[config.mk]
export PLATFORM = sky130hd
export DESIGN_NAME = fcore_logic_unit_flat
export DESIGN_NICKNAME = d
export VERILOG_FILES = /design/src/hdl/fcore_pkg.sv /design/src/hdl/fcore_result_if.sv /design/src/hdl/fcore_exec_if.sv /design/src/hdl/fcore_logic_unit.sv /design/src/flat_wrapper.sv
export VERILOG_INCLUDE_DIRS = /design/src /design/src/hdl
export SDC_FILE = /design/constraint.sdc
export NUM_CORES = 1
export LEC_CHECK = 0
export BUFFER_PORTS_ARGS = -buffer_cell sky130_fd_sc_hd__buf_2
export CELL_PAD_IN_SITES_DETAIL_PLACEMENT = 1
export CELL_PAD_IN_SITES_GLOBAL_PLACEMENT = 1
export CORE_ASPECT_RATIO = 1.4
export CORE_MARGIN = 5
export CORE_UTILIZATION = 38
export DETAILED_ROUTE_END_ITERATION = 12
export PLACE_DENSITY_LB_ADDON = 0.1
export SLEW_MARGIN = 20
export SYNTH_ARGS = -nofsm -noshare
export SYNTH_HDL_FRONTEND = slang
export SYNTH_SLANG_ARGS = --single-unit
[constraint.sdc]
create_clock -name clock -period 2.14 [get_ports clock]
set_input_delay 0.321 -clock clock [delete_from_list [all_inputs] [get_ports clock]]
set_output_delay 0.321 -clock clock [all_outputs]
set_load 0.01 [all_outputs]
[src/hdl/fcore_defs.svh]
`ifndef FCORE_DEFS_SVH
`define FCORE_DEFS_SVH

// Width of a data word and of an instruction word
`define FCORE_DATA_WIDTH 32

// Number of words in the program memory
`define FCORE_PROG_DEPTH 256

// Registers in each channel bank
`define FCORE_REG_COUNT 8

// Upper limit on the number of active channels
`define FCORE_MAX_CHANNELS 8

`endif
[src/hdl/fcore_pkg.sv]
package fcore_pkg;

    `include "fcore_defs.svh"

    typedef logic [`FCORE_DATA_WIDTH-1:0] data_t;
    typedef logic [$clog2(`FCORE_PROG_DEPTH)-1:0] pc_t;
    typedef logic [$clog2(`FCORE_REG_COUNT)-1:0] reg_addr_t;
    typedef logic [$clog2(`FCORE_MAX_CHANNELS)-1:0] channel_t;

    // One bit wider than channel_t so that the full count fits
    typedef logic [$clog2(`FCORE_MAX_CHANNELS):0] channel_count_t;

    // Encodings not listed here behave as a no-operation
    typedef enum logic [4:0] {
        STOP = 5'd0,
        ADD  = 5'd1,
        SUB  = 5'd2,
        LDC  = 5'd3,
        CHN  = 5'd4,
        AND  = 5'd5,
        OR   = 5'd6,
        XOR  = 5'd7,
        SHR  = 5'd8
    } opcode_t;

    typedef enum logic [1:0] {
        IDLE,
        FETCH,
        ISSUE,
        DRAIN
    } ctrl_state_t;

endpackage

[src/hdl/fcore_result_if.sv]
`timescale 1ns/100ps

// A single register write, tagged with its channel and destination
interface fcore_result_if import fcore_pkg::*; ();

    logic      valid;
    channel_t  channel;
    reg_addr_t dest;
    data_t     value;

    modport producer (output valid, channel, dest, value);

    modport consumer (input valid, channel, dest, value);

endinterface

[src/hdl/fcore_exec_if.sv]
`timescale 1ns/100ps

// Issue bus from the control unit to the register file and the execution units
interface fcore_exec_if import fcore_pkg::*; ();

    logic      valid;
    opcode_t   opcode;
    channel_t  channel;
    reg_addr_t dest;
    reg_addr_t src_a;
    reg_addr_t src_b;
    data_t     constant;
    data_t     operand_a;
    data_t     operand_b;

    modport control (output valid, opcode, channel, dest, src_a, src_b, constant);

    modport regfile (input channel, src_a, src_b, output operand_a, operand_b);

    modport unit (input valid, opcode, channel, dest, src_a, src_b, constant,
                  operand_a, operand_b);

endinterface

[src/hdl/fcore_logic_unit.sv]
`timescale 1ns/100ps
`include "fcore_defs.svh"

module fcore_logic_unit import fcore_pkg::*; #(
    parameter int SHAMT_WIDTH = $clog2(`FCORE_DATA_WIDTH)
) (
    input  logic             clock,
    input  logic             rst_n,
    fcore_exec_if.unit       issue,
    fcore_result_if.producer res
);

    logic  accept;
    data_t result;

    assign accept = issue.valid && (issue.opcode inside {AND, OR, XOR, SHR});

    // Only the low bits of b count as shift amount
    always_comb begin
        case (issue.opcode)
            AND:     result = issue.operand_a & issue.operand_b;
            OR:      result = issue.operand_a | issue.operand_b;
            XOR:     result = issue.operand_a ^ issue.operand_b;
            SHR:     result = issue.operand_a >> issue.operand_b[SHAMT_WIDTH-1:0];
            default: result = '0;
        endcase
    end

    always_ff @(posedge clock) begin
        if (!rst_n) begin
            res.valid <= 1'b0;
        end else begin
            res.valid <= accept;
        end
    end

    always_ff @(posedge clock) begin
        res.channel <= issue.channel;
        res.dest    <= issue.dest;
        res.value   <= result;
    end

endmodule

[src/flat_wrapper.sv]
// flat-port wrapper written by rule: the top's interface ports become plain ports
module fcore_logic_unit_flat import fcore_pkg::*;
#(
    parameter int SHAMT_WIDTH = $clog2(`FCORE_DATA_WIDTH)
)
  (clock, rst_n, issue_valid, issue_opcode, issue_channel, issue_dest, issue_src_a, issue_src_b, issue_constant, issue_operand_a, issue_operand_b, res_valid, res_channel, res_dest, res_value);
  fcore_exec_if issue_i ();
  fcore_result_if res_i ();
  input  logic clock;
  input  logic rst_n;
  input wire logic [$bits(issue_i.valid)-1:0] issue_valid;
  input wire logic [$bits(issue_i.opcode)-1:0] issue_opcode;
  input wire logic [$bits(issue_i.channel)-1:0] issue_channel;
  input wire logic [$bits(issue_i.dest)-1:0] issue_dest;
  input wire logic [$bits(issue_i.src_a)-1:0] issue_src_a;
  input wire logic [$bits(issue_i.src_b)-1:0] issue_src_b;
  input wire logic [$bits(issue_i.constant)-1:0] issue_constant;
  input wire logic [$bits(issue_i.operand_a)-1:0] issue_operand_a;
  input wire logic [$bits(issue_i.operand_b)-1:0] issue_operand_b;
  output wire logic [$bits(res_i.valid)-1:0] res_valid;
  output wire logic [$bits(res_i.channel)-1:0] res_channel;
  output wire logic [$bits(res_i.dest)-1:0] res_dest;
  output wire logic [$bits(res_i.value)-1:0] res_value;
  assign issue_i.valid = issue_valid;
  assign issue_i.opcode = issue_opcode;
  assign issue_i.channel = issue_channel;
  assign issue_i.dest = issue_dest;
  assign issue_i.src_a = issue_src_a;
  assign issue_i.src_b = issue_src_b;
  assign issue_i.constant = issue_constant;
  assign issue_i.operand_a = issue_operand_a;
  assign issue_i.operand_b = issue_operand_b;
  assign res_valid = res_i.valid;
  assign res_channel = res_i.channel;
  assign res_dest = res_i.dest;
  assign res_value = res_i.value;
  fcore_logic_unit #(.SHAMT_WIDTH(SHAMT_WIDTH)) u_core (.clock(clock), .rst_n(rst_n), .issue(issue_i), .res(res_i));
endmodule
* Yosys cells after proc, flatten, opt, wreduce, memory -nomap -nowiden
Cells that the tools add are included.
Operators by class: reductions and logical operators 2, bitwise logic cells 3, shift-type cells 1, equality and inequality tests 4, multiplexer cells 1
Operators with widths (number):
- $pmux W32 S4 | 1
- $and A32 B32 Y32 | 1
- $or A32 B32 Y32 | 1
- $shr A32 B5 Y32 | 1
- $xor A32 B32 Y32 | 1
- $eq A5 B3 Y1 const B | 3
- $eq A5 B4 Y1 const B | 1
- $reduce_bool A4 Y1 | 1
- $logic_and A1 B1 Y1 | 1
Word-level totals: bits of input ports 116, output and inout bits 39, logic and storage cells 15, register bits 39

* Depth between registers and ports, before layout
Gate-level depths: netlist of the first run.
word-level depth 3, depth in mapped cells 9, depth with buffers taken out 7

* Least setup slack after synthesis of the first run
OpenSTA, ideal clock, no wires.
path kind input -> register, start point input issue_operand_b[3], end point register u_core.res.value[3], path slack 0.149 ns, buffers on the path 2, setup time 0.127 ns, stages 9, data arrival time 1.864 ns, required time 2.013 ns, cells stage by stage buf_2 clkinv_1 buf_1 ha_1 nand2_1 o21ai_0 a22oi_1 o21ai_1 or3_1
Between the ends: longest elaborated chain between the ends 2, elaborated cells between the ends (all ways) 5, classes of those cells shift (1); mux (1); bitwise (3)
Ends and longest elaborated chain:
- start, declared | line flat_wrapper.sv:19 | input wire logic [$bits(issue_i.operand_b)-1:0] issue_operand_b;
- $shr A32 B5 Y32, or another cell as far along | line fcore_logic_unit.sv:24 | SHR: result = issue.operand_a >> issue.operand_b[SHAMT_WIDTH-1:0];
- $pmux W32 S4 (*) | line fcore_logic_unit.sv:20 | case (issue.opcode)
- named net u_core.result[3] | line fcore_logic_unit.sv:14 | data_t result;
- end signal, assigned | line fcore_logic_unit.sv:40 | res.value <= result;
- end, declared | line fcore_result_if.sv:11 | modport producer (output valid, channel, dest, value);
The timed path passes the listed nets; every way through them passes the cells marked *. A chain may end at the register's enable or synchronous reset.

* Worst setup path after layout of the first run
start point input issue_operand_b[0], end point register u_core.res.value[3]
Between the ends: longest elaborated chain between the ends 2
Ends and longest elaborated chain (line):
- $shr A32 B5 Y32 | fcore_logic_unit.sv:24
- $pmux W32 S4 | fcore_logic_unit.sv:20
- named net u_core.result[3] | fcore_logic_unit.sv:14
The timed path passes the listed nets, and every way through them passes these cells.

==> results.toml, run 1 <==
[detailed_routing]
first_pass_iters = 6
route.detailed.drc = 0
drtIter0Drc = 247
wl_um = 18820
detail_route.wl_per_cell_um = 23.04
vias_per_cell = 5.873
num_vias = 4798
antenna_left = 0

[worst_setup_path]
crit_fanout = 9
path_cells = "buf_2 -> mux4_2 -> mux2i_1 -> buf_4 -> o21ai_1 -> or3_1"
path_class = "input pin to flip-flop"
cp_slowest_cell = "mux4_2"
path_delay_family = "multiplexers"
cp_num_buf_inv = 2
arrival_ps = 2140
max_stage_delay_ps = 570
start_kind = "input pin"
end_kind = "flip-flop"
cp.required_ps = 2310

[floorplanning]
dieArea_um2 = 14380
fp.dieH_um = 139.9
initial_core_util_pct = 38.75
io_pins = 155
design.core.area_um2 = 11820
die_w_um = 102.8
core.rowCount = 47

[pwr]
ir_drop_mv = 0.3314
leakagePower_nw = 2.984
p_per_area_nw_per_um2 = 453.5

[placement]
dp_cells = 809
place.detailed.hpwl_um = 15350
port_buffers = 116
gp_congestion = 0.9130
pre_cts_ws_ps = -123.1

[finish]
nets = 849
stdcell_count = 817
drive_gt1_share_pct = 34.18
diodes = 0
syn_to_final_growth_pct = 26.25

[synthesis]
syn_area_um2 = 4581
ys_dominant_reg_cell = "dfxtp_1"
synth.largest_area_cell = "ha_1"
synthesis.nets = 706
synthArstFlopShare_pct = 0
synthCells = 526
synth_edf_count = 0
syn_avg_cell_area_um2 = 8.708
ys_ff_latch = 39
yosys.area.top_type_share_pct = 17.48
yosysSeqAreaShare_pct = 17.04
synth_area_leaders = "ha_1, dfxtp_1, mux4_2, mux2i_1, inv_1"
yosysUniqueCellTypes = 50
ys_warn_count = 0

[timing]
setup_violations = 0
rsz0062_at_grt = "no"
worst_pin_slew_ps = 536.3
finalCriticalPeriod_ps = 1973
fin_tns_setup_ps = 0
worst_slack_ps = 166.9
period_share_pct = 92.20
timing.fmax_mhz = 506.8
final_hold_viol_count = 0
slew_viol_final = 0
slew_headroom_pct = 64.00

[clocking]
cts_sinks = 39
cts_tree = "yes"
clkTransAtPathRegs_ps = 70
hold_buffers = 0
ctsResizeCount = 0
cts-root-buf = "clkbuf_16"
cts_buffers = 5
cts_max_path_buffers = 2
h-tree-depth = 2
post-cts-setup-buffers = 0

[global_routing]
grt_antenna_before_repair = 0
grt_pass1_wl_um = 28760
overflow = 0
grt_max_degree = 36
track_usage_pct = 26.20
first_global_vias = 5276

[hold_path]
holdCritPathClass = "input pin to flip-flop"

[outcome]
outcome = "completed"

[flow_run]
maxCapViolCount = 0
==> cells by family (layout without fill, tap and decap cells) <==
family / after synthesis / in the layout / synth area share (%)
compound gates: 116 / 116 / 17.29
fa+ha+maj: 64 / 64 / 17.48
buf+inv: 108 / 252 / 10.22
flops: 39 / 39 / 17.04
mux: 72 / 72 / 24.86
simple gates: 127 / 127 / 13.11
==> flip-flops by register name, indices dropped and copies added (netlist names) <==
name                cells
u_core.res.channel      3
u_core.res.value       32
u_core.res.dest         3
u_core.res.valid        1
==> cells in the mapped netlist, types with 2 or more instances <==
cell type   n
a211o_1     2
a211oi_1    2
a21oi_1    11
a221o_1     5
a221oi_1    2
a222oi_1   16
a22o_1      2
a22oi_1    13
a31oi_1     2
and3_1      3
buf_1       3
buf_2      13
buf_6       4
clkbuf_1   15
dfxtp_1    39
ha_1       64
inv_1      70
mux2_2      9
mux2i_1    29
mux4_2     32
nand2_1    64
nand3_1    13
nand3b_1    2
nand4_1     2
nor2_1     23
nor2b_1     3
nor3_1      4
nor3_4      2
nor3b_1     3
o211ai_1    6
o21ai_0    38
o21ai_1    10
o221ai_1    3
==> cell usage in the layout (no fill, tap or decap), types with 2 or more instances in the layout <==
| master | synthesis | layout |
|---|---|---|
| o21ai_1 | 10 | 10 |
| nor3_1 | 4 | 4 |
| a21oi_1 | 11 | 11 |
| a221oi_1 | 2 | 2 |
| and3_1 | 3 | 3 |
| nand2_1 | 64 | 64 |
| nand3_1 | 13 | 13 |
| a22oi_1 | 13 | 13 |
| mux2_2 | 9 | 9 |
| nor3b_1 | 3 | 3 |
| o211ai_1 | 6 | 6 |
| buf_12 | 1 | 3 |
| mux4_2 | 32 | 32 |
| buf_4 | 0 | 53 |
| o21ai_0 | 38 | 38 |
| a211oi_1 | 2 | 2 |
| nand3b_1 | 2 | 2 |
| a221o_1 | 5 | 5 |
| nor2b_1 | 3 | 3 |
| a222oi_1 | 16 | 16 |
| mux2i_1 | 29 | 29 |
| a211o_1 | 2 | 2 |
| nor2_1 | 23 | 23 |
| dfxtp_1 | 39 | 39 |
| a31oi_1 | 2 | 2 |
| ha_1 | 64 | 64 |
| a22o_1 | 2 | 2 |
| inv_1 | 70 | 70 |
| buf_2 | 13 | 116 |
| o221ai_1 | 3 | 3 |
| nor3_4 | 2 | 2 |
| clkbuf_16 | 0 | 5 |
| nand4_1 | 2 | 2 |
==> power by group <==
group,internal (mW),total (mW),switching [mW]
registers,0.752,0.757,0.00558
logic,0.404,0.926,0.523
clock network,0.588,0.939,0.352
==> stage by stage <==
step	hold WS, ps	total power, mW	instance area (um^2)	utilization, %
2_1_floorplan	348.7	1.280	4581	-
3_3_place_gp	423.8	1.661	5605	47.42
3_5_place_dp	424.9	1.693	5605	47.42
4_1_cts	125.5	2.643	5783	48.93
5_1_grt	123.7	2.753	5783	48.93
6_report	127.7	2.623	5783	48.93
==> area by class of cell <==
class | instances | area (um^2)
tap | 147 | 183.9
clock inverter | 2 | 38.79
clock buffer | 6 | 138.9
sequential | 39 | 780.7
multi-input combinational | 379 | 3332
timing repair buffer | 172 | 1039
inverter | 72 | 270.3
fill | 1475 | 6037
==> metal layers <==
metal  wire (um)  up-vias  global-route usage [%]  part of all wire (%)
li1            -     2193                       -                     -
met1        6986     2379                   29.23                    37
met2        9838      173                   46.80                    52
met3         984       53                   3.532                   5.2
met4        1010        0                   14.19                   5.4
met5           0        -                       0                     0
==> worst paths after layout <==
check                         startpoint  cells past startpoint  slack (ps)                     to
worst min-delay path    issue_channel[1]                      1         130  u_core.res.channel[1]
worst max-delay path  issue_operand_b[0]                      6         170    u_core.res.value[3]
Note: power is estimated with default switching activity, not from simulation.
==> inputs of run 2 (changes only) <==
--- a/config.mk
+++ b/config.mk
@@ -13,7 +13,10 @@
 export CORE_MARGIN = 5
 export CORE_UTILIZATION = 38
 export DETAILED_ROUTE_END_ITERATION = 12
+export MAX_ROUTING_LAYER = met4
 export PLACE_DENSITY_LB_ADDON = 0.1
+export RECOVER_POWER = 100
+export REMOVE_ABC_BUFFERS = 1
 export SLEW_MARGIN = 20
 export SYNTH_ARGS = -nofsm -noshare
 export SYNTH_HDL_FRONTEND = slang
==> run 2 against run 1 <==
Flip-flop and latch count did not move. Utilization fell by 0.88 points. Non-clock buffer count fell by 4. Routed wire length fell by 4.6%. Largest cell class unchanged. Worst hold slack barely moved. Sequential share of layout area rose by 0.25 points. Setup slack improved by 25 ps. First-iteration DRC count rose by 13%.
==> results.toml, run 2 (synthesis results as in run 1) <==
[outcome]
outcome = "completed"

[worst_setup_path]
arrival_ps = 2160
crit_fanout = 13
path_class = "input pin to flip-flop"
path_cells = "buf_2 -> buf_12 -> buf_6 -> nor3b_1 -> mux2i_1 -> buf_4 -> o21ai_0 -> buf_4 -> nand2_1 -> o211ai_1"
start_kind = "input pin"
max_stage_delay_ps = 460
crit_top_cell = "buf_4"
end_kind = "flip-flop"
cp_slowest_cell = "o21ai_0"
cp.required_ps = 2350

[global_routing]
overflow = 0
grt_max_degree = 41
grt_antenna_before_repair = 1
first_global_vias = 4949
track_usage_pct = 25.77
grt_pass1_wl_um = 27700

[timing]
final_hold_viol_count = 0
fin_tns_setup_ps = 0
period_share_pct = 91.04
slew_headroom_pct = 61.31
worst_pin_slew_ps = 574.3
slew_viol_final = 0
setup_violations = 0
rsz0062_at_grt = "no"
finalCriticalPeriod_ps = 1948
timing.fmax_mhz = 513.3

[detailed_routing]
first_pass_iters = 6
num_vias = 4689
vias_per_cell = 5.760
route.detailed.drc = 0
drtIter0Drc = 278
detail_route.wl_per_cell_um = 22.07
wl_um = 17960
antenna_left = 0

[pwr]
swShare_pct = 33.79
p_total_mw = 2.550
pwr-share-comb_pct = 34.7
p_switching_uw = 861.4
clkPwrFrac_pct = 35.6
leakagePower_nw = 2.786
seq_power_share_pct = 29.7
p_per_area_nw_per_um2 = 448.9
p_int_mw = 1.688
ir_drop_mv = 0.2378

[hold_path]
holdCritPathClass = "input pin to flip-flop"

[floorplanning]
core.rowCount = 47
design.core.area_um2 = 11820
dieArea_um2 = 14380
fp.dieH_um = 139.9
initial_core_util_pct = 38.75
io_pins = 155
die_w_um = 102.8

[finish]
drive_gt1_share_pct = 26.88
final_common_cell = "buf_2"
top_register = "u_core.res.value"
final_cell_mix = "buf_2, inv_1, nand2_1, ha_1, clkbuf_1"
finalCoreUtilization_pct = 48.05
fin_area_um2 = 5679
nets = 845
stdcell_count = 814
largest_register_ffs = 32
syn_to_final_growth_pct = 23.98
top_regs = "u_core.res.value: 32 flops, u_core.res.channel: 3 flops, u_core.res.dest: 3 flops"

[placement]
dp_cells = 805
port_buffers = 116
gp_congestion = 0.9118
placed_area_um2 = 5600
place.detailed.hpwl_um = 14610

[clocking]
ctsResizeCount = 0
hold_buffers = 0
cts_tree = "yes"
cts_buffers = 5
cts_sinks = 39
clkTransAtPathRegs_ps = 60
cts-root-buf = "clkbuf_16"
h-tree-depth = 2
cts_max_path_buffers = 2
post-cts-setup-buffers = 0

[flow_run]
maxCapViolCount = 0
[run 2: cell types whose count changed in the layout (fill, tap and decap cells not counted), sizes merged]
| cell | change |
|---|---|
| buf | -52 |
| clkbuf | +47 |
| clkinv | +2 |
| diode | +1 |
| inv | -1 |
[run 2: area by class of cell]
class                      count  area (um^2)
fill                        1482         6141
multi-input combinational    379         3328
timing repair buffer         168        944.7
sequential                    39        780.7
inverter                      72        270.3
tap                          147        183.9
clock buffer                   5        125.1
clock inverter                 3        43.79
antenna                        1        2.502
[run 2: path summary, 6_finish.rpt]
path                               start                     to  cells after the start
worst max-delay path  issue_operand_b[0]    u_core.res.value[7]                     10
worst min-delay path    issue_channel[0]  u_core.res.channel[0]                      1
[run 2: power by group through the flow]
stage | combinational [mW] | sequential (mW) | clock, mW
2_1_floorplan | 0.417 | 0.789 | 0
3_3_place_gp | 0.870 | 0.773 | 0
3_5_place_dp | 0.903 | 0.774 | 0
4_1_cts | 0.908 | 0.758 | 0.934
5_1_grt | 0.972 | 0.760 | 0.963
6_report | 0.885 | 0.758 | 0.907
[run 2: through the flow]
stage / setup slack [ps] / hold WS [ps]
global placement: -59.17 / 423.2
CTS: 205.8 / 118.5
floorplan: 373.4 / 348.7
finish: 191.8 / 127.7
detailed placement: -90.63 / 424.8
global route: 76.01 / 117.5
[run 2: critical path: cells and delay by family]
kind | cells | cell delay (ps)
buffers and inverters | 5 | 860
AOI/OAI and AO/OA | 2 | 540
and+or+nand+nor | 2 | 320
muxes | 1 | 110
[run 2: metal layers]
layer / GRT usage (%) / part of all wire [%] / wire (um)
met5: - / 0 / 0
met4: 8.731 / 2.7 / 492
met3: 3.532 / 3.8 / 689
met2: 44.93 / 53 / 9449
met1: 29.92 / 41 / 7330
==> inputs of run 3 (changes only) <==
--- a/config.mk
+++ b/config.mk
@@ -10,11 +10,10 @@
 export CELL_PAD_IN_SITES_DETAIL_PLACEMENT = 1
 export CELL_PAD_IN_SITES_GLOBAL_PLACEMENT = 1
 export CORE_ASPECT_RATIO = 1.4
-export CORE_MARGIN = 5
 export CORE_UTILIZATION = 38
 export DETAILED_ROUTE_END_ITERATION = 12
 export MAX_ROUTING_LAYER = met4
-export PLACE_DENSITY_LB_ADDON = 0.1
+export PLACE_DENSITY = 0.93
 export RECOVER_POWER = 100
 export REMOVE_ABC_BUFFERS = 1
 export SLEW_MARGIN = 20
==> run 3 against run 2 <==
Highest routed layer unchanged. Critical endpoint is now u_core.res.value[5]. Non-clock buffer count is 3 lower. Critical path depth is 1 lower. Die area is 13% lower. Cell count is 0.49% lower. Design area is 0.77% higher. Setup slack worse by 62 ps. Routed wire length is 0.12% lower. Via count is 5.9% higher.
==> results.toml, run 3 (synthesis results as in run 1) <==
[outcome]
outcome = "completed"

[timing]
period_share_pct = 93.93
rsz0062_at_grt = "no"
fin_tns_setup_ps = 0
final_hold_viol_count = 0
finalCriticalPeriod_ps = 2010
slew_headroom_pct = 53.93
worst_pin_slew_ps = 683.9
worst_slack_ps = 129.9
slew_viol_final = 0
timing.fmax_mhz = 497.5
setup_violations = 0

[placement]
pre_cts_ws_ps = -17.92
gp_congestion = 0.9746
port_buffers = 116
place.detailed.hpwl_um = 14030
placed_area_um2 = 5590

[clocking]
post-cts-setup-buffers = 0
cts_tree = "yes"
clkTransAtPathRegs_ps = 60
hold_buffers = 0
h-tree-depth = 2
ctsResizeCount = 0
cts-root-buf = "clkbuf_16"
cts_buffers = 5
cts_sinks = 39
cts_max_path_buffers = 2

[detailed_routing]
route.detailed.drc = 0
drtIter0Drc = 362
detail_route.wl_per_cell_um = 22.15
vias_per_cell = 6.131
num_vias = 4966
first_pass_iters = 5
antenna_left = 0
wl_um = 17940

[worst_setup_path]
crit_top_cell = "buf_4"
cp_slowest_cell = "nor4_1"
start_kind = "input pin"
path_depth = 9
cp.required_ps = 2350
end_kind = "flip-flop"
arrival_ps = 2220
cp_num_buf_inv = 4
path_delay_family = "simple AND/OR/NAND/NOR gates"
path_cells = "clkbuf_1 -> buf_12 -> nor4_1 -> nand2_1 -> buf_4 -> nor3_1 -> buf_4 -> a211oi_1 -> o211ai_1"
max_stage_delay_ps = 500
path_class = "input pin to flip-flop"
crit_fanout = 67

[hold_path]
whs_path_depth = 1
min_to = "u_core.res.channel[1]"
hold_path_startpoint = "issue_channel[1]"
holdCritPathClass = "input pin to flip-flop"

[pwr]
p_per_area_nw_per_um2 = 473.0
leakagePower_nw = 2.798
ir_drop_mv = 0.2976
p_total_mw = 2.707

[floorplanning]
design.core.area_um2 = 11760
dieArea_um2 = 12500
die_w_um = 94.79
io_pins = 155
fp.dieH_um = 131.9
initial_core_util_pct = 38.95
core.rowCount = 47

[finish]
final_cell_mix = "buf_2, inv_1, nand2_1, ha_1, clkbuf_1"
diodes = 0
drive_gt1_share_pct = 27.00
syn_to_final_growth_pct = 24.94
largest_register_ffs = 32
top_regs = "u_core.res.value: 32 flops, u_core.res.channel: 3 flops, u_core.res.dest: 3 flops"
final_common_cell = "buf_2"
fin_area_um2 = 5723
nets = 842
top_register = "u_core.res.value"

[global_routing]
grt_busiest_layer = "met2"
track_usage_pct = 30.38
grt_max_degree = 68
grt_pass1_wl_um = 28070
use_met2_pct = 51.68
grt_antenna_before_repair = 0
grtUsageMet1_pct = 32.13
first_global_vias = 5320
overflow = 0
use_met3_pct = 3.806

[flow_run]
maxCapViolCount = 0
## run 3: layout make-up
class | count | area [um^2]
clock buffers | 5 | 125.1
repair buffers | 165 | 963.4
clock inverters | 3 | 71.32
well taps | 147 | 183.9
fillers | 1483 | 6038
flip-flops and latches | 39 | 780.7
inverters | 72 | 270.3
multi-input cells | 379 | 3328
## run 3: metrics by stage
| stage | std cells | hold WS, ps | utilization, % |
|---|---|---|---|
| floorplan | 490 | 348.7 | - |
| global placement | 802 | 423.1 | 47.53 |
| detailed placement | 802 | 425.6 | 47.53 |
| CTS | 810 | 121.6 | 49.20 |
| global route | 810 | 125.6 | 48.66 |
| finish | 810 | 124.7 | 48.66 |
## run 3: worst max-delay path by stage
stage	from	end
6_report	issue_opcode[0]	u_core.res.value[5]
5_1_grt	issue_operand_b[0]	u_core.res.value[26]
4_1_cts	issue_opcode[0]	u_core.res.value[5]
3_5_place_dp	issue_operand_b[0]	u_core.res.value[18]
3_3_place_gp	issue_operand_b[0]	u_core.res.value[18]
2_1_floorplan	issue_operand_b[3]	u_core.res.value[3]
## run 3: where the power goes
part           internal (mW)  total [mW]  switching [mW]
clock                  0.678        1.04           0.364
combinational          0.390       0.907           0.517
sequential             0.752       0.758         0.00678
## run 3: layer usage
| metal | wire (um) | share of wire, % |
|---|---|---|
| met5 | 0 | 0 |
| met3 | 957 | 5.3 |
| met4 | 1175 | 6.5 |
| met2 | 9387 | 52 |
| met1 | 6420 | 36 |
